===== config.mk =====
export PLATFORM = sky130hd
export DESIGN_NAME = soc_req_fifo_flat
export DESIGN_NICKNAME = d
export VERILOG_FILES = /design/src/soc_pkg.sv /design/src/bus_req_if.sv /design/src/soc_req_fifo.sv /design/src/flat_wrapper.sv
export VERILOG_INCLUDE_DIRS = /design/src
export SDC_FILE = /design/constraint.sdc
export NUM_CORES = 1
export LEC_CHECK = 0
export BUFFER_PORTS_ARGS = -buffer_cell sky130_fd_sc_hd__buf_4
export CORE_UTILIZATION = 52
export DETAILED_ROUTE_END_ITERATION = 6
export PLACE_DENSITY = 0.87
export SKIP_LAST_GASP = 1
export SLEW_MARGIN = 20
export SYNTH_ARGS = -nofsm -noshare
export SYNTH_HDL_FRONTEND = slang
export SYNTH_SLANG_ARGS = --single-unit

===== constraint.sdc =====
create_clock -name clk_i -period 6.51 [get_ports clk_i]
set_input_delay 0.651 -clock clk_i [delete_from_list [all_inputs] [get_ports clk_i]]
set_output_delay 0.651 -clock clk_i [all_outputs]
set_load 0.02 [all_outputs]

===== src/soc_defs.svh =====
`ifndef SOC_DEFS_SVH
`define SOC_DEFS_SVH

// Bus widths
`define SOC_ADDR_W 32
`define SOC_DATA_W 64
`define SOC_STRB_W 8

// L2 depth in 64-bit words
`define SOC_L2_WORDS 256

//////////////////////////////////////////////////////////////////////
// Memory map
//////////////////////////////////////////////////////////////////////

`define SOC_DRAM_BASE 32'h8000_0000
`define SOC_DRAM_LEN  32'h800
`define SOC_CTRL_BASE 32'hD000_0000
`define SOC_CTRL_LEN  32'h1000

// Control register indices
`define SOC_REG_EXIT    0
`define SOC_REG_CNT_EN  1
`define SOC_REG_SCRATCH 2

`endif


===== src/soc_pkg.sv =====
`include "soc_defs.svh"

package soc_pkg;

  // Decoded destination of a request
  typedef enum logic [1:0] {
    TGT_L2,
    TGT_CTRL,
    TGT_NONE
  } target_e;

  // One address word, seen as a memory or a register address
  typedef union packed {
    struct packed {
      logic [20:0] upper;
      logic [7:0]  word;
      logic [2:0]  offset;
    } mem;
    struct packed {
      logic [19:0] upper;
      logic [8:0]  reg_idx;
      logic [2:0]  offset;
    } ctrl;
  } soc_addr_u;

  // Response word
  typedef struct packed {
    logic [`SOC_DATA_W-1:0] rdata;
    logic                   err;
  } soc_rsp_t;

endpackage


===== src/bus_req_if.sv =====
`include "soc_defs.svh"

interface bus_req_if import soc_pkg::*; ();

  logic                   valid;
  logic                   ready;
  logic                   we;
  target_e                target;
  logic [8:0]             index;
  logic [`SOC_DATA_W-1:0] wdata;
  logic [`SOC_STRB_W-1:0] strb;

  modport source (
    output valid, we, target, index, wdata, strb,
    input  ready
  );

  modport sink (
    input  valid, we, target, index, wdata, strb,
    output ready
  );

endinterface


===== src/soc_req_fifo.sv =====
`include "soc_defs.svh"

module soc_req_fifo import soc_pkg::*; (
  input  logic      clk_i,
  input  logic      rst_n_i,
  bus_req_if.sink   in_i,
  bus_req_if.source out_o
);

  logic                   wr_ptr_q;
  logic                   rd_ptr_q;
  logic [1:0]             count_q;
  logic                   push;
  logic                   pop;
  logic                   we_q    [2];
  target_e                tgt_q   [2];
  logic [8:0]             idx_q   [2];
  logic [`SOC_DATA_W-1:0] wdata_q [2];
  logic [`SOC_STRB_W-1:0] strb_q  [2];

  // Full queue still takes a push when the head leaves
  assign in_i.ready = (count_q != 2'd2) || out_o.ready;
  assign push       = in_i.valid && in_i.ready;
  assign pop        = out_o.valid && out_o.ready;

  always_ff @(posedge clk_i or negedge rst_n_i) begin
    if (!rst_n_i) begin
      wr_ptr_q <= 1'b0;
      rd_ptr_q <= 1'b0;
      count_q  <= '0;
    end else begin
      if (push) begin
        wr_ptr_q <= !wr_ptr_q;
      end
      if (pop) begin
        rd_ptr_q <= !rd_ptr_q;
      end
      if (push && !pop) begin
        count_q <= count_q + 2'd1;
      end else if (pop && !push) begin
        count_q <= count_q - 2'd1;
      end
    end
  end

  always_ff @(posedge clk_i) begin
    if (push) begin
      we_q[wr_ptr_q]    <= in_i.we;
      tgt_q[wr_ptr_q]   <= in_i.target;
      idx_q[wr_ptr_q]   <= in_i.index;
      wdata_q[wr_ptr_q] <= in_i.wdata;
      strb_q[wr_ptr_q]  <= in_i.strb;
    end
  end

  // Head of queue
  assign out_o.valid  = count_q != '0;
  assign out_o.we     = we_q[rd_ptr_q];
  assign out_o.target = tgt_q[rd_ptr_q];
  assign out_o.index  = idx_q[rd_ptr_q];
  assign out_o.wdata  = wdata_q[rd_ptr_q];
  assign out_o.strb   = strb_q[rd_ptr_q];

endmodule


===== src/flat_wrapper.sv =====
// flat-port wrapper written by rule: the top's interface ports become plain ports
module soc_req_fifo_flat import soc_pkg::*;
  (clk_i, rst_n_i, in_i_valid, in_i_we, in_i_target, in_i_index, in_i_wdata, in_i_strb, in_i_ready, out_o_valid, out_o_we, out_o_target, out_o_index, out_o_wdata, out_o_strb, out_o_ready);
  bus_req_if in_i_i ();
  bus_req_if out_o_i ();
  input  logic clk_i;
  input  logic rst_n_i;
  input wire logic [$bits(in_i_i.valid)-1:0] in_i_valid;
  input wire logic [$bits(in_i_i.we)-1:0] in_i_we;
  input wire logic [$bits(in_i_i.target)-1:0] in_i_target;
  input wire logic [$bits(in_i_i.index)-1:0] in_i_index;
  input wire logic [$bits(in_i_i.wdata)-1:0] in_i_wdata;
  input wire logic [$bits(in_i_i.strb)-1:0] in_i_strb;
  output wire logic [$bits(in_i_i.ready)-1:0] in_i_ready;
  output wire logic [$bits(out_o_i.valid)-1:0] out_o_valid;
  output wire logic [$bits(out_o_i.we)-1:0] out_o_we;
  output wire logic [$bits(out_o_i.target)-1:0] out_o_target;
  output wire logic [$bits(out_o_i.index)-1:0] out_o_index;
  output wire logic [$bits(out_o_i.wdata)-1:0] out_o_wdata;
  output wire logic [$bits(out_o_i.strb)-1:0] out_o_strb;
  input wire logic [$bits(out_o_i.ready)-1:0] out_o_ready;
  assign in_i_i.valid = in_i_valid;
  assign in_i_i.we = in_i_we;
  assign in_i_i.target = in_i_target;
  assign in_i_i.index = in_i_index;
  assign in_i_i.wdata = in_i_wdata;
  assign in_i_i.strb = in_i_strb;
  assign in_i_ready = in_i_i.ready;
  assign out_o_valid = out_o_i.valid;
  assign out_o_we = out_o_i.we;
  assign out_o_target = out_o_i.target;
  assign out_o_index = out_o_i.index;
  assign out_o_wdata = out_o_i.wdata;
  assign out_o_strb = out_o_i.strb;
  assign out_o_i.ready = out_o_ready;
  soc_req_fifo u_core (.clk_i(clk_i), .rst_n_i(rst_n_i), .in_i(in_i_i), .out_o(out_o_i));
endmodule

Word-level counts from Yosys, hierarchy flattened
Memories as Yosys holds them, arrays and structs flattened.
Cells that the tools add are included.
{"block": "totals", "regBits": 4, "latchBits": 0, "mem_bits_rw": 168, "mem_bits_ro": 0, "input_bits": 88, "wordCells": 26, "memories": 5}
{"block": "classes", "n_addsub": 2, "multipliers": 0, "div_mod_pow": 0, "order_cmp": 0, "eq_ne": 1, "n_shift": 0, "muxes": 4, "bitwise_logic": 0, "reduce_logical": 11}
{"memory": "u_core.wdata_q", "depth": 2, "word_bits": 64, "rd": 1, "rd_clocked_by_memory_dff": 0, "write_ports": 1, "line_no": "soc_req_fifo.sv:18", "source": "logic [`SOC_DATA_W-1:0] wdata_q [2];"}
{"memory": "u_core.idx_q", "depth": 2, "word_bits": 9, "rd": 1, "rd_clocked_by_memory_dff": 0, "write_ports": 1, "line_no": "soc_req_fifo.sv:17", "source": "logic [8:0] idx_q [2];"}
{"memory": "u_core.strb_q", "depth": 2, "word_bits": 8, "rd": 1, "rd_clocked_by_memory_dff": 0, "write_ports": 1, "line_no": "soc_req_fifo.sv:19", "source": "logic [`SOC_STRB_W-1:0] strb_q [2];"}
{"memory": "u_core.tgt_q", "depth": 2, "word_bits": 2, "rd": 1, "rd_clocked_by_memory_dff": 0, "write_ports": 1, "line_no": "soc_req_fifo.sv:16", "source": "target_e tgt_q [2];"}
{"memory": "u_core.we_q", "depth": 2, "word_bits": 1, "rd": 1, "rd_clocked_by_memory_dff": 0, "write_ports": 1, "line_no": "soc_req_fifo.sv:15", "source": "logic we_q [2];"}
{"op": "$logic_and A1 B1 Y1", "count": 4}
{"op": "$logic_not A1 Y1", "count": 4}
{"op": "$mux W2", "count": 2}
{"op": "$reduce_bool A2 Y1", "count": 2}
{"op": "$add A2 B1 Y2 const B", "count": 1}
{"op": "$mux W1", "count": 2}
{"op": "$ne A2 B2 Y1 const B", "count": 1}
{"op": "$sub A2 B1 Y2 const B", "count": 1}
{"op": "$logic_or A1 B1 Y1", "count": 1}

Logic depth before layout (Yosys ltp)
{"block": "logic_depth", "depth_word": 7, "mapped_depth": 7, "ltp_nobuf": 7}

Worst setup path before layout
OpenSTA, ideal clock, no wires.
{"block": "synth_timing", "path_type": "input port to flip-flop", "startpoint": "input port out_o_ready", "endpoint": "memory u_core.idx_q[0][0] (enable)", "setup_time_ns": 0.528, "arrival_ns": 4.410, "required_ns": 5.982, "setup_slack_ns": 1.572, "path_stages": 3, "path_buffers": 0, "path_cell_list": "or3b_4 > nand2_4 > nor2_1"}
{"block": "synth_via", "elab_chain_cells": 4}
{"element": "start: declaration", "line_no": "flat_wrapper.sv:21", "source": "input wire logic [$bits(out_o_i.ready)-1:0] out_o_ready;"}
{"element": "$logic_or A1 B1 Y1", "line_no": "soc_req_fifo.sv:22", "source": "assign in_i.ready = (count_q != 2'd2) || out_o.ready;"}
{"element": "$logic_and A1 B1 Y1", "line_no": "soc_req_fifo.sv:23", "source": "assign push = in_i.valid && in_i.ready;"}
{"element": "$mux W1", "line_no": "soc_req_fifo.sv:47", "source": "if (push) begin"}
{"element": "$mux W1 (implied by the code)", "line_no": "soc_req_fifo.sv:50", "source": "idx_q[wr_ptr_q] <= in_i.index;"}
{"element": "end: declaration", "line_no": "soc_req_fifo.sv:17"}
Every way passes these cells.

Worst setup path after layout
{"block": "layout_timing", "startpoint": "register u_core.rd_ptr_q", "endpoint": "output port out_o_wdata[26]"}
{"block": "layout_via", "elab_chain_cells": 1}
{"element": "start: declaration", "line_no": "soc_req_fifo.sv:11", "source": "logic rd_ptr_q;"}
{"element": "start signal: assignment", "line_no": "soc_req_fifo.sv:36", "source": "rd_ptr_q <= !rd_ptr_q;"}
{"element": "$mem_v2 Z2 W64"}
{"element": "end: declaration", "line_no": "flat_wrapper.sv:19", "source": "output wire logic [$bits(out_o_i.wdata)-1:0] out_o_wdata;"}
Every way passes these cells.

==> flow_summary.ini <==
[sta]
hold_viol_final = 0
hold_ws_ns = 0.0302
slew_violations = 0
worstMarginPinSlew_ns = 0.657
tns_ns = 0
finalCritPeriodShare = 0.429
max_freq_mhz = 358
period_needed_ns = 2.79
setup_viol = 0
relSlewSlack = 0.562
grt_setup_unrepaired = no
finClkSkew_ns = 0.00514

[global_route]
overflow = 0
grt_pass1_vias = 3444
grt_start_max_net_pins = 86
grt_use_total = 0.188
grt_pass1_wl_mm = 17.2
antenna_found_initial = 0

[pwr]
power_mw = 3.77
intPower_mw = 2.61
p_seq_frac = 0.427
leakagePower_nw = 3.13
swShare = 0.307
power_switching_mw = 1.16
clockPowerShare = 0.243
p_comb_frac = 0.330
vdd_drop_max_mv = 0.369
p_per_area_mw_per_mm2 = 454

[worst_hold_path]
worstHoldPathType = in -> async

[floorplanning]
dieHeight_um = 112
die_w_um = 112
coreArea_mm2 = 0.0116
initial_utilization = 0.540
fp-row-count = 39
die_area_mm2 = 0.0125
pin_count = 174

[critical_path]
critical_path_class = reg -> out
end_kind = output pin
max_stage_delay_ns = 0.85
critical_path.cell_chain = buf_12, mux2_1, buf_4
cp.arrival_ns = 2.14
critPathLaunchType = flip-flop
worst-path-max-fanout = 47
critPathSlowestCell = dfrtp_4
startpoint = u_core.rd_ptr_q
worstReg2RegStart = u_core.count_q[1]
critical_path_required_ns = 5.86

[clocking]
cts_tree = done
ctsResizeCount = 0
clock_sinks = 172
numCtsBuffers = 17
hold_buffers = 0
post_cts_buffers = 0
cts-htree-levels = 4
clk_pin_slew_ns = 0.06
ctsLongestPathBuffers = 2
cts_root_buffer = clkbuf_16
clock_latency_ns = 0.41

[layout]
final_cell_mix = 174 x buf_4, 168 x edfxtp_1, 50 x mux2_1, 34 x mux2_2, 17 x clkbuf_16
nNetsFinal = 555
layout_commonest_cell = buf_4
ff_latch_area_mm2 = 0.00515
syn2layout_area_growth_pct = 32.3
multi_input_area_mm2 = 0.00106
antenna_cells = 0
fill_cells = 759
drive_above_1_share = 0.505

[drt]
ant_nets = 0
num_vias = 3156
drt_iter0_drc = 175
first_pass_iters = 6
route.detailed.drc = 12
vias_per_cell = 5.09
drt_wl_total_mm = 11.1
drt-wirelength-per-cell_um = 17.9

[synthesis]
synth_nets = 368
syn_avg_cell_area_um2 = 22.5
synth_cell_type_count = 17
synth_top_area_frac = 0.804
netlist_instances = 279
ys_ff_latch = 172
synth_area_mm2 = 0.00628
synth.largest_area_cell = edfxtp_1
yosysSeqAreaShare = 0.820
yosysWarnings = 0
synthTopCellsByArea = edfxtp_1 80%, mux2_1 9.0%, mux2_2 6.1%, dfrtp_1 1.6%, buf_6 0.90%

[place]
hpwl_mm = 7.11
place_congestion = 0.683
io_buffers = 173

[status]
violations = DRC
status = complete, but fails checks

[run]
maxCapViolations = 0
==> final timing paths <==
check                                             end  slack [ns]  depth (start not counted)
min in group clk_i              u_core.wdata_q[0][42]        0.42                          1
worst max register to register  u_core.wdata_q[0][15]        4.21                          5
max in group asynchronous             u_core.rd_ptr_q        6.36                          1
worst min-delay path                u_core.count_q[0]        0.03                          1
worst min register to register      u_core.count_q[1]        0.49                          1
worst max-delay path                  out_o_wdata[26]        3.72                          3
==> per-layer routing <==
layer / vias up / track usage / part of all wire
met5: - / 0 / 0
met4: 0 / 0.0838 / 0.014
met3: 12 / 0.0615 / 0.067
met2: 128 / 0.323 / 0.53
met1: 1538 / 0.215 / 0.39
li1: 1478 / - / -
==> cells in the mapped netlist <==
library cell / instances
edfxtp_1: 168
mux2_1: 50
mux2_2: 34
buf_6: 5
dfrtp_1: 4
buf_2: 3
xnor2_1: 3
nor2_1: 2
xor2_1: 2
and3_1: 1
buf_4: 1
ha_1: 1
inv_1: 1
nand2_1: 1
nand2_4: 1
or2_2: 1
or3b_4: 1
==> critical path, delay by kind of cell, from the launching register on <==
family | cells | cell delay (ns)
mux | 1 | 0.37
flops | 1 | 0.85
buf+inv | 2 | 0.48
==> area by class of cell <==
class,instances,share of cell area
clock inverters,12,0.0128
clock buffers,18,0.0517
flip-flops and latches,172,0.620
multi-input cells,97,0.128
well taps,143,0.0216
inverters,1,0.000452
repair buffers,177,0.165
==> sequential cells by signal, summed over array words and instances (netlist names) <==
signal	count
u_core.idx_q	18
u_core.wr_ptr_q	1
u_core.strb_q	16
u_core.rd_ptr_q	1
u_core.count_q	2
u_core.we_q	2
u_core.tgt_q	4
u_core.wdata_q	128
==> cells by family (layout without fill, tap and decap cells) <==
family,count (synthesis),count (layout),synth area share
simple gates,7,7,0.00738
buf+inv,10,208,0.0132
xor+xnor,5,5,0.00698
flops,172,172,0.820
fa+ha+maj,1,1,0.00199
mux,84,84,0.151
==> power by group through the flow <==
stage	registers (mW)	logic (mW)	clock network, mW
2_1_floorplan	1.58	0.806	0
3_3_place_gp	1.67	1.16	0
3_5_place_dp	1.69	1.18	0
4_1_cts	1.67	1.18	0.937
5_1_grt	1.64	1.31	0.978
6_report	1.61	1.24	0.917
==> metrics by stage <==
stage / std cells / cell area, um2 / util / setup slack [ns]
finish: 620 / 8300 / 0.715 / 3.72
global route: 620 / 8300 / 0.715 / 3.60
detailed placement: 587 / 7700 / 0.663 / 3.59
CTS: 617 / 8230 / 0.709 / 3.58
floorplan: 279 / 6280 / - / 1.57
global placement: 587 / 7700 / 0.663 / 3.65
Note: power is estimated with default switching activity, not from simulation.
