File: config.mk
export PLATFORM = sky130hd
export DESIGN_NAME = soc_addr_decoder_flat
export DESIGN_NICKNAME = d
export VERILOG_FILES = /design/src/soc_pkg.sv /design/src/bus_req_if.sv /design/src/soc_addr_decoder.sv /design/src/flat_wrapper.sv
export VERILOG_INCLUDE_DIRS = /design/src
export SDC_FILE = /design/constraint.sdc
export NUM_CORES = 1
export LEC_CHECK = 0
export ABC_AREA = 1
export CORE_ASPECT_RATIO = 1.2
export CORE_UTILIZATION = 35
export DETAILED_ROUTE_END_ITERATION = 16
export DONT_BUFFER_PORTS = 1
export GPL_ROUTABILITY_DRIVEN = 0
export PLACE_DENSITY = 0.63
export REMOVE_ABC_BUFFERS = 1
export SYNTH_ARGS = -nofsm -noshare
export SYNTH_HDL_FRONTEND = slang
export SYNTH_SLANG_ARGS = --single-unit
File: constraint.sdc
create_clock -name clk_i -period 5.3 [get_ports clk_i]
set_input_delay 0 -clock clk_i [delete_from_list [all_inputs] [get_ports clk_i]]
set_output_delay 0 -clock clk_i [all_outputs]
set_load 0.02 [all_outputs]
File: src/soc_defs.svh
`ifndef SOC_DEFS_SVH
`define SOC_DEFS_SVH

// Bus widths
`define SOC_ADDR_W 32
`define SOC_DATA_W 64
`define SOC_STRB_W 8

// L2 depth in 64-bit words
`define SOC_L2_WORDS 256

//////////////////////////////////////////////////////////////////////
// Memory map
//////////////////////////////////////////////////////////////////////

`define SOC_DRAM_BASE 32'h8000_0000
`define SOC_DRAM_LEN  32'h800
`define SOC_CTRL_BASE 32'hD000_0000
`define SOC_CTRL_LEN  32'h1000

// Control register indices
`define SOC_REG_EXIT    0
`define SOC_REG_CNT_EN  1
`define SOC_REG_SCRATCH 2

`endif

File: src/soc_pkg.sv
`include "soc_defs.svh"

package soc_pkg;

  // Decoded destination of a request
  typedef enum logic [1:0] {
    TGT_L2,
    TGT_CTRL,
    TGT_NONE
  } target_e;

  // One address word, seen as a memory or a register address
  typedef union packed {
    struct packed {
      logic [20:0] upper;
      logic [7:0]  word;
      logic [2:0]  offset;
    } mem;
    struct packed {
      logic [19:0] upper;
      logic [8:0]  reg_idx;
      logic [2:0]  offset;
    } ctrl;
  } soc_addr_u;

  // Response word
  typedef struct packed {
    logic [`SOC_DATA_W-1:0] rdata;
    logic                   err;
  } soc_rsp_t;

endpackage

File: src/bus_req_if.sv
`include "soc_defs.svh"

interface bus_req_if import soc_pkg::*; ();

  logic                   valid;
  logic                   ready;
  logic                   we;
  target_e                target;
  logic [8:0]             index;
  logic [`SOC_DATA_W-1:0] wdata;
  logic [`SOC_STRB_W-1:0] strb;

  modport source (
    output valid, we, target, index, wdata, strb,
    input  ready
  );

  modport sink (
    input  valid, we, target, index, wdata, strb,
    output ready
  );

endinterface

File: src/soc_addr_decoder.sv
`include "soc_defs.svh"

module soc_addr_decoder import soc_pkg::*; (
  input  logic                   clk_i,
  input  logic                   rst_n_i,
  input  logic                   req_valid_i,
  input  logic                   req_we_i,
  input  logic [`SOC_ADDR_W-1:0] req_addr_i,
  input  logic [`SOC_DATA_W-1:0] req_wdata_i,
  input  logic [`SOC_STRB_W-1:0] req_strb_i,
  output logic                   req_ready_o,
  bus_req_if.source              req_o
);

  soc_addr_u              addr;
  logic                   in_l2;
  logic                   in_ctrl;
  target_e                tgt_d;
  logic [8:0]             idx_d;
  logic                   valid_q;
  logic                   we_q;
  target_e                tgt_q;
  logic [8:0]             idx_q;
  logic [`SOC_DATA_W-1:0] wdata_q;
  logic [`SOC_STRB_W-1:0] strb_q;

  assign addr    = req_addr_i;
  assign in_l2   = (req_addr_i >= `SOC_DRAM_BASE) &&
                   (req_addr_i < `SOC_DRAM_BASE + `SOC_DRAM_LEN);
  assign in_ctrl = (req_addr_i >= `SOC_CTRL_BASE) &&
                   (req_addr_i < `SOC_CTRL_BASE + `SOC_CTRL_LEN);

  always_comb begin
    tgt_d = TGT_NONE;
    idx_d = '0;
    if (in_l2) begin
      tgt_d = TGT_L2;
      idx_d = {1'b0, addr.mem.word};
    end else if (in_ctrl) begin
      tgt_d = TGT_CTRL;
      idx_d = addr.ctrl.reg_idx;
    end
  end

  // Stage frees up when empty or draining
  assign req_ready_o = !valid_q || req_o.ready;

  always_ff @(posedge clk_i or negedge rst_n_i) begin
    if (!rst_n_i) begin
      valid_q <= 1'b0;
    end else if (req_ready_o) begin
      valid_q <= req_valid_i;
    end
  end

  always_ff @(posedge clk_i) begin
    if (req_valid_i && req_ready_o) begin
      we_q    <= req_we_i;
      tgt_q   <= tgt_d;
      idx_q   <= idx_d;
      wdata_q <= req_wdata_i;
      strb_q  <= req_strb_i;
    end
  end

  assign req_o.valid  = valid_q;
  assign req_o.we     = we_q;
  assign req_o.target = tgt_q;
  assign req_o.index  = idx_q;
  assign req_o.wdata  = wdata_q;
  assign req_o.strb   = strb_q;

endmodule

File: src/flat_wrapper.sv
// flat-port wrapper written by rule: the top's interface ports become plain ports
module soc_addr_decoder_flat import soc_pkg::*;
  (clk_i, rst_n_i, req_valid_i, req_we_i, req_addr_i, req_wdata_i, req_strb_i, req_ready_o, req_o_valid, req_o_we, req_o_target, req_o_index, req_o_wdata, req_o_strb, req_o_ready);
  bus_req_if req_o_i ();
  input  logic clk_i;
  input  logic rst_n_i;
  input  logic req_valid_i;
  input  logic req_we_i;
  input  logic [`SOC_ADDR_W-1:0] req_addr_i;
  input  logic [`SOC_DATA_W-1:0] req_wdata_i;
  input  logic [`SOC_STRB_W-1:0] req_strb_i;
  output logic req_ready_o;
  output wire logic [$bits(req_o_i.valid)-1:0] req_o_valid;
  output wire logic [$bits(req_o_i.we)-1:0] req_o_we;
  output wire logic [$bits(req_o_i.target)-1:0] req_o_target;
  output wire logic [$bits(req_o_i.index)-1:0] req_o_index;
  output wire logic [$bits(req_o_i.wdata)-1:0] req_o_wdata;
  output wire logic [$bits(req_o_i.strb)-1:0] req_o_strb;
  input wire logic [$bits(req_o_i.ready)-1:0] req_o_ready;
  assign req_o_valid = req_o_i.valid;
  assign req_o_we = req_o_i.we;
  assign req_o_target = req_o_i.target;
  assign req_o_index = req_o_i.index;
  assign req_o_wdata = req_o_i.wdata;
  assign req_o_strb = req_o_i.strb;
  assign req_o_i.ready = req_o_ready;
  soc_addr_decoder u_core (.clk_i(clk_i), .rst_n_i(rst_n_i), .req_valid_i(req_valid_i), .req_we_i(req_we_i), .req_addr_i(req_addr_i), .req_wdata_i(req_wdata_i), .req_strb_i(req_strb_i), .req_ready_o(req_ready_o), .req_o(req_o_i));
endmodule
* Word-level counts from Yosys, hierarchy flattened
Cells that the tools add are included.
Operators by class: equal/unequal tests 0, reductions and logical operators 6, bitwise gates (word level) 1, $add $sub $neg 0, shift-type cells 0, multipliers 0, multiplexer cells 3, div/mod/pow operators 0, magnitude comparators 4
Operators by type and width (count):
- >= comparator 32 bit (second input constant) | 2
- less-than comparator 32 bit (second input constant) | 2
- two-way mux 8 bit | 2
- logical AND 1 bit | 3
- two-way mux 2 bit | 1
- OR reduction 2 bit | 1
- zero test 1 bit | 1
- logical OR 1 bit | 1
- inverter 1 bit | 1
Storage, ports and cells: bits of input ports 109, bits in latches 0, flip-flop bits (word level) 85, bits in writable memories 0, bits in read-only memories 0, memories 0, output and inout bits 86, logic and storage cells 21

* Longest topological paths before layout
Gate-level depths: netlist of the first run.
word-level depth 4, gate-level depth with buffers 6, gate-level depth less buffers 6

* Worst setup path after synthesis of the first run
No wires, ideal clock.
kind register to register, from reg u_core.valid_q (netlist: u_core.req_o.valid), to reg u_core.idx_q[0] (netlist: u_core.req_o.index[0]), enable pin, buffers on the path 0, arrival time 4.579 ns, setup slack 0.167 ns, stages on the path, launching flop included 2, setup time 0.554 ns, cell sequence dfrtp_1 > a21oi_1
Between the ends: cells in the longest elaborated chain, start to end 3
RTL lines:
- from (decl) | line soc_addr_decoder.sv:20 | logic valid_q;
- from (signal assigned) | line soc_addr_decoder.sv:52 | valid_q <= req_valid_i;
- zero test 1 bit | line soc_addr_decoder.sv:46 | assign req_ready_o = !valid_q || req_o.ready;
- logical OR 1 bit | line soc_addr_decoder.sv:46
- logical AND 1 bit | line soc_addr_decoder.sv:57 | if (req_valid_i && req_ready_o) begin
- to (signal assigned) | line soc_addr_decoder.sv:60 | idx_q <= idx_d;
- to (decl) | line soc_addr_decoder.sv:23 | logic [8:0] idx_q;
Every way passes these cells. A chain may end at the register's enable or synchronous reset.

* Final worst setup path of the first run
from reg u_core.valid_q (netlist: u_core.req_o.valid), to reg u_core.strb_q[3] (netlist: u_core.req_o.strb[3]), enable pin
Between the ends: cells in the longest elaborated chain, start to end 3
RTL lines:
- zero test 1 bit | line soc_addr_decoder.sv:46
- logical OR 1 bit | line soc_addr_decoder.sv:46
- logical AND 1 bit | line soc_addr_decoder.sv:57
- to (signal assigned) | line soc_addr_decoder.sv:62 | strb_q <= req_strb_i;
- to (decl) | line soc_addr_decoder.sv:25 | logic [`SOC_STRB_W-1:0] strb_q;
Every way passes these cells.

==> impl_metrics.yaml, run 1 <==
place:
  port_buffers: 0
  dp_hpwl_um: 3730
cts:
  post_cts.repair.setup_buffers: 0
  cts_root_buf: "clkbuf_8"
  ctsHoldBuffers: 85
  cts_max_level: 3
  numCtsBuffers: 9
  clk_pin_slew_worst_paths_ns: 0.08
  cts_resized: 0
  worst_skew_pair.late_latency_ns: 0.34
  cts_buffer_depth: 2
  cts_tree: "built"
  clock_sinks: 85
timing:
  period_share_pct: 35.7
  slew_viol_final: 0
  max_slew_margin_pct: 32.7
  fin_setup_tns_ns: 0
  rsz0062_at_grt: "false"
  finClkSkew_ns: 0.00988
  setup_viol: 0
  fin_crit_ns: 1.89
  hold_viol: 0
  tightest_slew_ns: 1.01
  max_freq_ghz: 0.529
yosys:
  syn_area_um2: 2790
  ys_seq_area_share_pct: 91.3
  ys.warnings.count: 0
  avgSynthCellArea_um2: 21.1
  synthCells: 132
  ys_ff_latch: 85
  synth_cell_type_count: 13
critical_path:
  reg2reg_to: "u_core.req_o.strb[3]"
  r2r_cells: 2
  reg2reg_slack_ns: 3.41
  crit_type: "flop to flop"
  worstPathRequired_ns: 5.26
  rr_startpoint: "u_core.req_o.valid"
  crit_arrival_ns: 1.85
  critPathCaptureType: "flop"
  crit_fanout: 84
  startpoint_type: "flop"
routing:
  wl_per_cell_um: 18.5
  drc: 0
  drt_pass1_iterations: 4
  drt-total-wl_um: 6040
  drtIter0Drc: 32
  ant_nets: 0
  routed-via-count: 1511
  viasPerCell: 4.63
global_route:
  grt_pass1_vias: 1617
  gr-total-overflow: 0
  grtUsageTotal_pct: 14.8
  grt_max_degree: 85
  antenna_found_initial: 0
  grt_first_pass_wirelength_um: 8690
finish:
  nets: 338
  drive_gt1_share_pct: 13.2
  n_fill_cell: 625
  multi_input_area_um2: 203
  final_cell_mix: "dlygate4sd3_1 (85), edfxtp_1 (84), inv_1 (14)"
  seq_area_um2: 2550
  antenna_cells: 0
  final_common_cell: "dlygate4sd3_1"
  area.growth.synth_to_final_pct: 42.3
  final_util_pct: 51.5
power:
  power_density_nw_per_um2: 343
  ir_worst_vdd_mv: 0.234
  p_leak_nw: 1.41
floorplanning:
  num_rows: 35
  core_area_um2: 7710
  die-area_um2: 8340
  initial_core_util_pct: 36.2
  io_pins: 195
  die_h_um: 99.8
  die_w_um: 83.5
worst_hold_path:
  hold_depth: 3
  hold_start: "req_o_ready"
  hold_end: "u_core.req_o.valid"
  holdCritPathClass: "primary input to flop"
status:
  status: "finished, final reports clean"
run:
  maxCapViolCount: 0
[critical path, stage by stage (launching register included)]
cell	delay [ns]
dfrtp_1	0.50
a21oi_4	0.18
buf_4	0.77
[final cells by class]
cell class,instances,share of cell area [%]
multi-input combinational,33,5.10
tap,92,2.90
timing repair buffer,86,21.6
inverter,14,1.32
clock buffer,9,3.12
clock inverter,7,1.80
sequential,85,64.1
[synth_stat cells]
library cell | number | area (um^2)
nand3b_1 | 1 | 7.51
a21oi_1 | 1 | 5.00
nand2_1 | 5 | 18.8
edfxtp_1 | 84 | 2520
nor2_1 | 9 | 33.8
inv_1 | 14 | 52.6
dfrtp_1 | 1 | 25.0
nand4_1 | 1 | 6.26
nand3_1 | 1 | 5.00
nand3_4 | 1 | 17.5
nand2_2 | 2 | 12.5
nor2_2 | 10 | 62.6
nor2_4 | 2 | 22.5
[worst max-delay path by stage]
stage,startpoint,to,slack [ns],depth (start not counted)
5_1_grt,u_core.req_o.valid,u_core.req_o.strb[3],3.31,2
3_3_place_gp,u_core.req_o.valid,u_core.req_o.index[7],3.51,2
4_1_cts,u_core.req_o.valid,u_core.req_o.strb[3],3.40,2
6_report,u_core.req_o.valid,u_core.req_o.strb[3],3.41,2
3_5_place_dp,u_core.req_o.valid,u_core.req_o.wdata[43],3.43,2
2_1_floorplan,u_core.req_o.valid,u_core.req_o.index[0],0.17,1
[report_power, final]
group	switching, W	internal (W)
logic	0.0000314	0.0000455
registers	0.0000576	0.000784
clock network	0.000224	0.000219
total	0.000313	0.00105
[through the flow]
step | setup slack, ns | total power [W] | cells | cell area, um^2 | hold WS, ns
3_5_place_dp | 3.43 | 0.000882 | 225 | 2930 | -0.296
2_1_floorplan | 0.167 | 0.000874 | 132 | 2790 | -0.296
4_1_cts | 3.40 | 0.00137 | 326 | 3970 | 0.0255
3_3_place_gp | 3.51 | 0.000880 | 225 | 2930 | -0.296
6_report | 3.41 | 0.00136 | 326 | 3970 | 0.0410
5_1_grt | 3.31 | 0.00141 | 326 | 3970 | 0.0477
[registers in the layout (all words and copies together), names as in the netlist]
signal               flops
u_core.req_o.wdata      64
u_core.req_o.we          1
u_core.req_o.valid       1
u_core.req_o.index       9
u_core.req_o.strb        8
u_core.req_o.target      2
[cells by family (layout without fill, tap and decap cells)]
family	Yosys count	count (layout)	synth area share, %
flip-flops	85	85	91.3
AO/OA/AOI/OAI	1	1	0.179
AND/OR/NAND/NOR	32	32	6.68
buffers and inverters	14	116	1.88
[metal layers]
| metal | vias up | track usage, % | wire [um] |
|---|---|---|---|
| li1 | 670 | - | - |
| met1 | 708 | 14.0 | 2020 |
| met2 | 116 | 26.0 | 3250 |
| met3 | 17 | 6.00 | 542 |
| met4 | 0 | 10.2 | 227 |
| met5 | - | 0 | 0 |
Power figures use the tool's default switching activity.
==> run 2: changes to the inputs <==
--- a/config.mk
+++ b/config.mk
@@ -6,7 +6,7 @@
 export SDC_FILE = /design/constraint.sdc
 export NUM_CORES = 1
 export LEC_CHECK = 0
-export ABC_AREA = 1
+export ABC_AREA = 0
 export CORE_ASPECT_RATIO = 1.2
 export CORE_UTILIZATION = 35
 export DETAILED_ROUTE_END_ITERATION = 16
==> constraint.sdc (replaced) <==
create_clock -name clk_i -period 1.5 [get_ports clk_i]
set_input_delay 0 -clock clk_i [delete_from_list [all_inputs] [get_ports clk_i]]
set_output_delay 0 -clock clk_i [all_outputs]
set_load 0.02 [all_outputs]
==> run 2 against run 1 <==
The run now fails in clock tree synthesis. Synthesized area shrank 0.76%. Synthesized cell count shrank 8.3%.
==> impl_metrics.yaml, run 2 <==
status:
  status: "did not finish"
  lastStage: "clock tree synthesis"
  error: "[ERROR RSZ-0060] Max buffer count reached."
cts:
  clock_sinks: 85
  post_cts.repair.setup_buffers: 0
  cts_max_level: 3
  numCtsBuffers: 9
  cts_resized: 0
  cts_root_buf: "clkbuf_8"
  ctsHoldBuffers: 101
  cts_buffer_depth: 2
yosys:
  synth-adder-area-share_pct: 0
  syn_area_um2: 2770
  synthTopCellsByCount: "edfxtp_1 (84), nand2_1 (11), nor3_1 (9)"
  ys_seq_area_share_pct: 92.0
  synthSimpleGateAreaFrac_pct: 6.82
  yosysMostFrequentCell: "edfxtp_1"
  avgSynthCellArea_um2: 22.9
  synth_edf_count: 84
  ys_ff_latch: 85
  synthXorXnorAreaFrac_pct: 0
  synthMuxAreaShare_pct: 0
  synthTopCellsByArea: "edfxtp_1 (91%), nor3_1 (1.6%), nand2_1 (1.5%), o2111ai_4 (0.95%), dfrtp_1 (0.90%)"
  async_flop_share_pct: 1.18
  synth_top_family_by_area: "simple AND/OR/NAND/NOR gates"
  ys.warnings.count: 0
  synthCells: 121
  synth_top_area_share_pct: 91.1
  synth_top_cell_by_area: "edfxtp_1"
  synthFlopType: "edfxtp_1"
  synth_cell_type_count: 15
  synth_compound_area_share_pct: 0.949
floorplanning:
  initial_core_util_pct: 36.1
  num_rows: 35
  die_h_um: 99.5
  io_pins: 195
  die_w_um: 83.2
place:
  placed_cell_area_um2: 2970
  dp_hpwl_um: 4270
  port_buffers: 0
  dp_slack_ns: 0.261
[run 2: changes by cell type after synthesis, sizes merged, moves of 2 or more]
cell	delta
inv	-13
nand2b	+2
nor4	+6
nor2	-21
nor3	+9
nand2	+4
and2	+2
[run 2: cells by family after synthesis]
kind of cell | Yosys count
flip-flops | 85
AND/OR/NAND/NOR | 33
buffers and inverters | 2
AO/OA/AOI/OAI | 1
[run 2: metrics by stage]
| step | utilization (%) | cells |
|---|---|---|
| 2_1_floorplan | - | 120 |
| 3_3_place_gp | 38.7 | 218 |
| 3_5_place_dp | 38.7 | 218 |
==> run 3: changes to the inputs <==
--- a/config.mk
+++ b/config.mk
@@ -7,12 +7,11 @@
 export NUM_CORES = 1
 export LEC_CHECK = 0
 export ABC_AREA = 0
-export CORE_ASPECT_RATIO = 1.2
-export CORE_UTILIZATION = 35
+export CORE_UTILIZATION = 20
 export DETAILED_ROUTE_END_ITERATION = 16
 export DONT_BUFFER_PORTS = 1
 export GPL_ROUTABILITY_DRIVEN = 0
-export PLACE_DENSITY = 0.63
+export PLACE_DENSITY_LB_ADDON = 0.15
 export REMOVE_ABC_BUFFERS = 1
 export SYNTH_ARGS = -nofsm -noshare
 export SYNTH_HDL_FRONTEND = slang
==> constraint.sdc (replaced) <==
create_clock -name clk_i -period 2 [get_ports clk_i]
set_input_delay 0 -clock clk_i [delete_from_list [all_inputs] [get_ports clk_i]]
set_output_delay 0 -clock clk_i [all_outputs]
set_load 0.02 [all_outputs]
==> run 3 against run 2 <==
The run now ends clean. Synthesized area unchanged. Synthesized cell count is the same.
==> impl_metrics.yaml, run 3 <==
routing:
  drc: 0
  routed-via-count: 1592
  drtIter0Drc: 81
  ant_nets: 0
  viasPerCell: 3.85
  wl_per_cell_um: 15.1
  drt_pass1_iterations: 5
  drt-total-wl_um: 6250
yosys:
  synth_cell_type_count: 15
  ys_ff_latch: 85
  synthFlopType: "edfxtp_1"
  ys.warnings.count: 0
  synthTopCellsByCount: "edfxtp_1 (84), nand2_1 (11), nor3_1 (9)"
  async_flop_share_pct: 1.18
  synthCells: 121
  synth_top_cell_by_area: "edfxtp_1"
  synth_edf_count: 84
  synthTopCellsByArea: "edfxtp_1 (91%), nor3_1 (1.6%), nand2_1 (1.5%), o2111ai_4 (0.95%), dfrtp_1 (0.90%)"
  yosysMostFrequentCell: "edfxtp_1"
  avgSynthCellArea_um2: 22.9
  ys_seq_area_share_pct: 92.0
  syn_area_um2: 2770
  synth_top_area_share_pct: 91.1
floorplanning:
  die_w_um: 120
  initial_core_util_pct: 20.7
  die_h_um: 120
  io_pins: 195
  num_rows: 42
  die-area_um2: 14300
  core_area_um2: 13400
place:
  dp_cells: 299
  dp_hpwl_um: 4220
  port_buffers: 0
  dp_slack_ns: 0.587
critical_path:
  critPathCaptureType: "flop"
  crit_arrival_ns: 1.84
  worstPathRequired_ns: 2.08
  startpoint_type: "primary input"
  crit_fanout: 3
  crit_type: "primary input to flop"
cts:
  clock_sinks: 85
  cts_root_buf: "clkbuf_16"
  ctsHoldBuffers: 99
  cts_tree: "built"
  post_cts.repair.setup_buffers: 0
  numCtsBuffers: 9
  worst_skew_pair.late_latency_ns: 0.33
  cts_max_level: 3
  cts_resized: 0
  clk_pin_slew_worst_paths_ns: 0.06
  cts_buffer_depth: 2
timing:
  max_slew_margin_pct: 56.2
  slew_viol_final: 0
  period_share_pct: 88.0
  finClkSkew_ns: 0.00483
  rsz0062_at_grt: "false"
  hold_viol: 0
  fin_crit_ns: 1.76
  holdWs_ns: 0.0294
  max_freq_ghz: 0.568
  setup_viol: 0
  worst_slack_ns: 0.240
  tightest_slew_ns: 0.652
global_route:
  antenna_found_initial: 0
  grt_first_pass_wirelength_um: 9490
  grt_pass1_vias: 1742
  grt_max_degree: 61
  grtUsageTotal_pct: 9.09
  gr-total-overflow: 0
power:
  p_leak_nw: 1.40
  power_density_nw_per_um2: 937
  p_comb_share_pct: 5.3
  power_w: 0.00403
  power_frac_clock_pct: 39.3
  switchingPower_w: 0.000855
  switching_share_pct: 21.2
  ir_worst_vdd_mv: 0.339
  pwr-share-seq_pct: 55.3
  intPower_w: 0.00317
finish:
  layout.cells.non_filler: 414
  antenna_cells: 0
  final_cell_mix: "dlygate4sd3_1 (99), edfxtp_1 (84), nand2_1 (11)"
  final_util_pct: 32.1
  drive_gt1_share_pct: 8.82
  nets: 342
  largest_reg_flops: 64
  final_common_cell: "dlygate4sd3_1"
  area.growth.synth_to_final_pct: 55.2
run:
  maxCapViolCount: 0
status:
  status: "finished, final reports clean"
worst_hold_path:
  holdCritPathClass: "primary input to flop"
## run 3: cell counts after synthesis
No cell type changed its count.
## run 3: layout make-up
cell class              count  area (um^2)
well taps                 176          220
inverters                   1         3.75
clock buffers              11          233
flip-flops and latches     85         2550
clock inverters             5         52.6
multi-input cells          34          218
repair buffers            102         1030
fillers                  1308         9100
## run 3: kinds of logic after synthesis
family / after synthesis / share of synthesized area, %
AOI/OAI and AO/OA: 1 / 0.949
and+or+nand+nor: 33 / 6.82
buffers and inverters: 2 / 0.271
DFF: 85 / 92.0
## run 3: worst paths after layout
kind,startpoint,end,slack [ns],cells after the start
hold reg to reg,u_core.req_o.valid,u_core.req_o.valid,0.86,3
hold / removal,req_addr_i[16],u_core.req_o.target[1],0.03,3
setup / recovery,req_addr_i[20],u_core.req_o.target[1],0.24,4
max in group asynchronous,rst_n_i,u_core.req_o.valid,1.46,2
min in group asynchronous,rst_n_i,u_core.req_o.valid,0.43,2
setup reg to reg,u_core.req_o.valid,u_core.req_o.wdata[15],0.58,3
## run 3: routing by layer
metal	vias to the layer above	part of all wire, %	global-route usage (%)
met2	124	52	16.1
met3	11	10	4.04
li1	703	-	-
met1	754	36	8.66
met5	-	0	0
met4	0	2.1	5.16
## run 3: worst max-delay path, cell delays in order
cell and delay [ns]:
dlygate4sd3_1 0.52, or4_1 0.45, dlygate4sd3_1 0.57, or3_1 0.30
## run 3: power groups by stage
| stage | Clock [W] | Combinational, W | Sequential [W] |
|---|---|---|---|
| floorplan | 0 | 0.0000456 | 0.00226 |
| global placement | 0 | 0.0000668 | 0.00227 |
| detailed placement | 0 | 0.0000732 | 0.00227 |
| CTS | 0.00165 | 0.000219 | 0.00223 |
| global route | 0.00173 | 0.000237 | 0.00224 |
| finish | 0.00159 | 0.000215 | 0.00223 |
## run 3: metrics by stage
stage	area, um^2	TNS, ns
6_report	4300	0
3_3_place_gp	3020	0
4_1_cts	4300	0
3_5_place_dp	3020	0
5_1_grt	4300	0
2_1_floorplan	2770	-96.66
==> run 4: changes to the inputs <==
--- a/config.mk
+++ b/config.mk
@@ -7,12 +7,14 @@
 export NUM_CORES = 1
 export LEC_CHECK = 0
 export ABC_AREA = 0
+export CORE_ASPECT_RATIO = 0.75
 export CORE_UTILIZATION = 20
 export DETAILED_ROUTE_END_ITERATION = 16
 export DONT_BUFFER_PORTS = 1
 export GPL_ROUTABILITY_DRIVEN = 0
 export PLACE_DENSITY_LB_ADDON = 0.15
 export REMOVE_ABC_BUFFERS = 1
+export SETUP_SLACK_MARGIN = 0.3
 export SYNTH_ARGS = -nofsm -noshare
 export SYNTH_HDL_FRONTEND = slang
 export SYNTH_SLANG_ARGS = --single-unit
==> run 4 against run 3 <==
Critical path depth fell by 1. Sequential power barely moved. Largest cell class unchanged. Via count fell by 1.5%. Combinational power rose by 2%. Largest power group unchanged. Highest routed layer unchanged. Power fell by 0.67%. Flip-flop and latch count did not move. Register-to-register slack got worse by 0.08 ns. Final area fell by 0.61%.
==> impl_metrics.yaml, run 4 (same netlist as run 3, synthesis figures left out) <==
global_route:
  grt_pass1_vias: 1708
  gr-total-overflow: 0
  grt_first_pass_wirelength_um: 9290
  grt_max_degree: 85
  antenna_found_initial: 0
  grtUsageTotal_pct: 9.10
power:
  switching_share_pct: 23.3
  pwr-share-seq_pct: 55.7
  switchingPower_w: 0.000932
  ir_worst_vdd_mv: 0.388
  power_frac_clock_pct: 38.8
  power_density_nw_per_um2: 936
  power_w: 0.00400
  intPower_w: 0.00307
  p_leak_nw: 1.39
  p_comb_share_pct: 5.5
finish:
  antenna_cells: 0
  drive_gt1_share_pct: 9.79
  final_util_pct: 32.3
  final_cell_mix: "dlygate4sd3_1 (97), edfxtp_1 (84), nand2_1 (11)"
  nets: 339
  n_fill_cell: 1328
  final_common_cell: "dlygate4sd3_1"
  area.growth.synth_to_final_pct: 54.3
  largest_reg_flops: 64
floorplanning:
  die_w_um: 138
  io_pins: 195
  die_h_um: 104
  die-area_um2: 14300
  num_rows: 36
  initial_core_util_pct: 20.9
  core_area_um2: 13200
critical_path:
  crit_buf_inv: 1
  cp_slowest_stage_delay_ns: 0.46
  crit_chain: "nand2b_1, and2_4, buf_12"
  path_delay_family: "flip-flops"
  crit_type: "flop to flop"
  crit_slowest_cell: "dfrtp_1"
  worstPathRequired_ns: 1.99
  crit_arrival_ns: 1.48
  startpoint_type: "flop"
  critPathCaptureType: "flop"
  crit_fanout: 84
cts:
  cts_tree: "built"
  clk_pin_slew_worst_paths_ns: 0.06
  clock_sinks: 85
  cts_root_buf: "clkbuf_16"
  numCtsBuffers: 9
  worst_skew_pair.late_latency_ns: 0.33
  cts_max_level: 3
  cts_buffer_depth: 2
routing:
  drt-total-wl_um: 6540
  ant_nets: 0
  wl_per_cell_um: 16.1
  routed-via-count: 1568
  drt_pass1_iterations: 3
  viasPerCell: 3.86
  drc: 0
  drtIter0Drc: 46
timing:
  rsz0062_at_grt: "false"
  finClkSkew_ns: 0.00395
  tightest_slew_ns: 0.652
  hold_viol: 0
  max_slew_margin_pct: 56.2
  worst_slack_ns: 0.501
  slew_viol_final: 0
  fin_setup_tns_ns: 0
  max_freq_ghz: 0.667
  setup_viol: 0
  period_share_pct: 75.0
  fin_crit_ns: 1.50
  holdWs_ns: 0.0162
status:
  status: "finished, final reports clean"
run:
  maxCapViolCount: 0
place:
  dp_hpwl_um: 4340
  port_buffers: 0
  dp_slack_ns: 0.501
worst_hold_path:
  holdCritPathClass: "primary input to flop"
-- run 4: timing repair --
action / in CTS / in global routing
endpoints found under the setup margin: 0 / 1
hold buffers: 98 / 0
gates resized for setup: 0 / 2
buffers inserted: 0 / 0
endpoints found under the hold margin: 86 / 0
-- run 4: cell type report --
class	instances	area (um^2)	share of cell area, %
Sequential cell	85	2550	59.6
Timing Repair Buffer	99	998	23.4
Multi-Input combinational cell	34	228	5.33
Clock buffer	9	225	5.27
Tap cell	171	214	5.01
Clock inverter	7	57.6	1.35
Inverter	1	3.75	0.0878
-- run 4: routing by layer --
| metal | wire (um) | vias to the layer above | GRT usage (%) |
|---|---|---|---|
| li1 | - | 698 | - |
| met1 | 2550 | 733 | 9.44 |
| met2 | 3170 | 128 | 15.0 |
| met3 | 725 | 9 | 4.97 |
| met4 | 99 | 0 | 3.96 |
| met5 | 0 | - | 0 |
-- run 4: worst paths after layout --
| check | startpoint | to | slack (ns) | cells past startpoint |
|---|---|---|---|---|
| hold / removal | req_addr_i[16] | u_core.req_o.index[8] | 0.02 | 3 |
| max in group asynchronous | rst_n_i | u_core.req_o.valid | 1.48 | 2 |
| setup reg to reg | u_core.req_o.valid | u_core.req_o.wdata[12] | 0.50 | 3 |
| min in group asynchronous | rst_n_i | u_core.req_o.valid | 0.42 | 2 |
| setup / recovery | u_core.req_o.valid | u_core.req_o.wdata[12] | 0.50 | 3 |
| hold reg to reg | u_core.req_o.valid | u_core.req_o.valid | 0.85 | 3 |
-- run 4: power by group through the flow --
stage,sequential (W),clock (W),combinational [W]
2_1_floorplan,0.00226,0,0.0000456
3_3_place_gp,0.00227,0,0.0000657
3_5_place_dp,0.00227,0,0.0000712
4_1_cts,0.00223,0.00165,0.000220
5_1_grt,0.00224,0.00172,0.000237
6_report,0.00223,0.00155,0.000219
-- run 4: tightest hold or removal path, stage by stage --
cell and delay (ns):
nor4_4 0.02, nand3_1 0.11, nor4_2 0.06
-- run 4: per-stage QoR --
stage,cells,area (um^2)
final,406,4270
after global routing,406,4270
after floorplan,120,2770
after global placement,293,3010
after CTS,407,4270
after detailed placement,293,3010
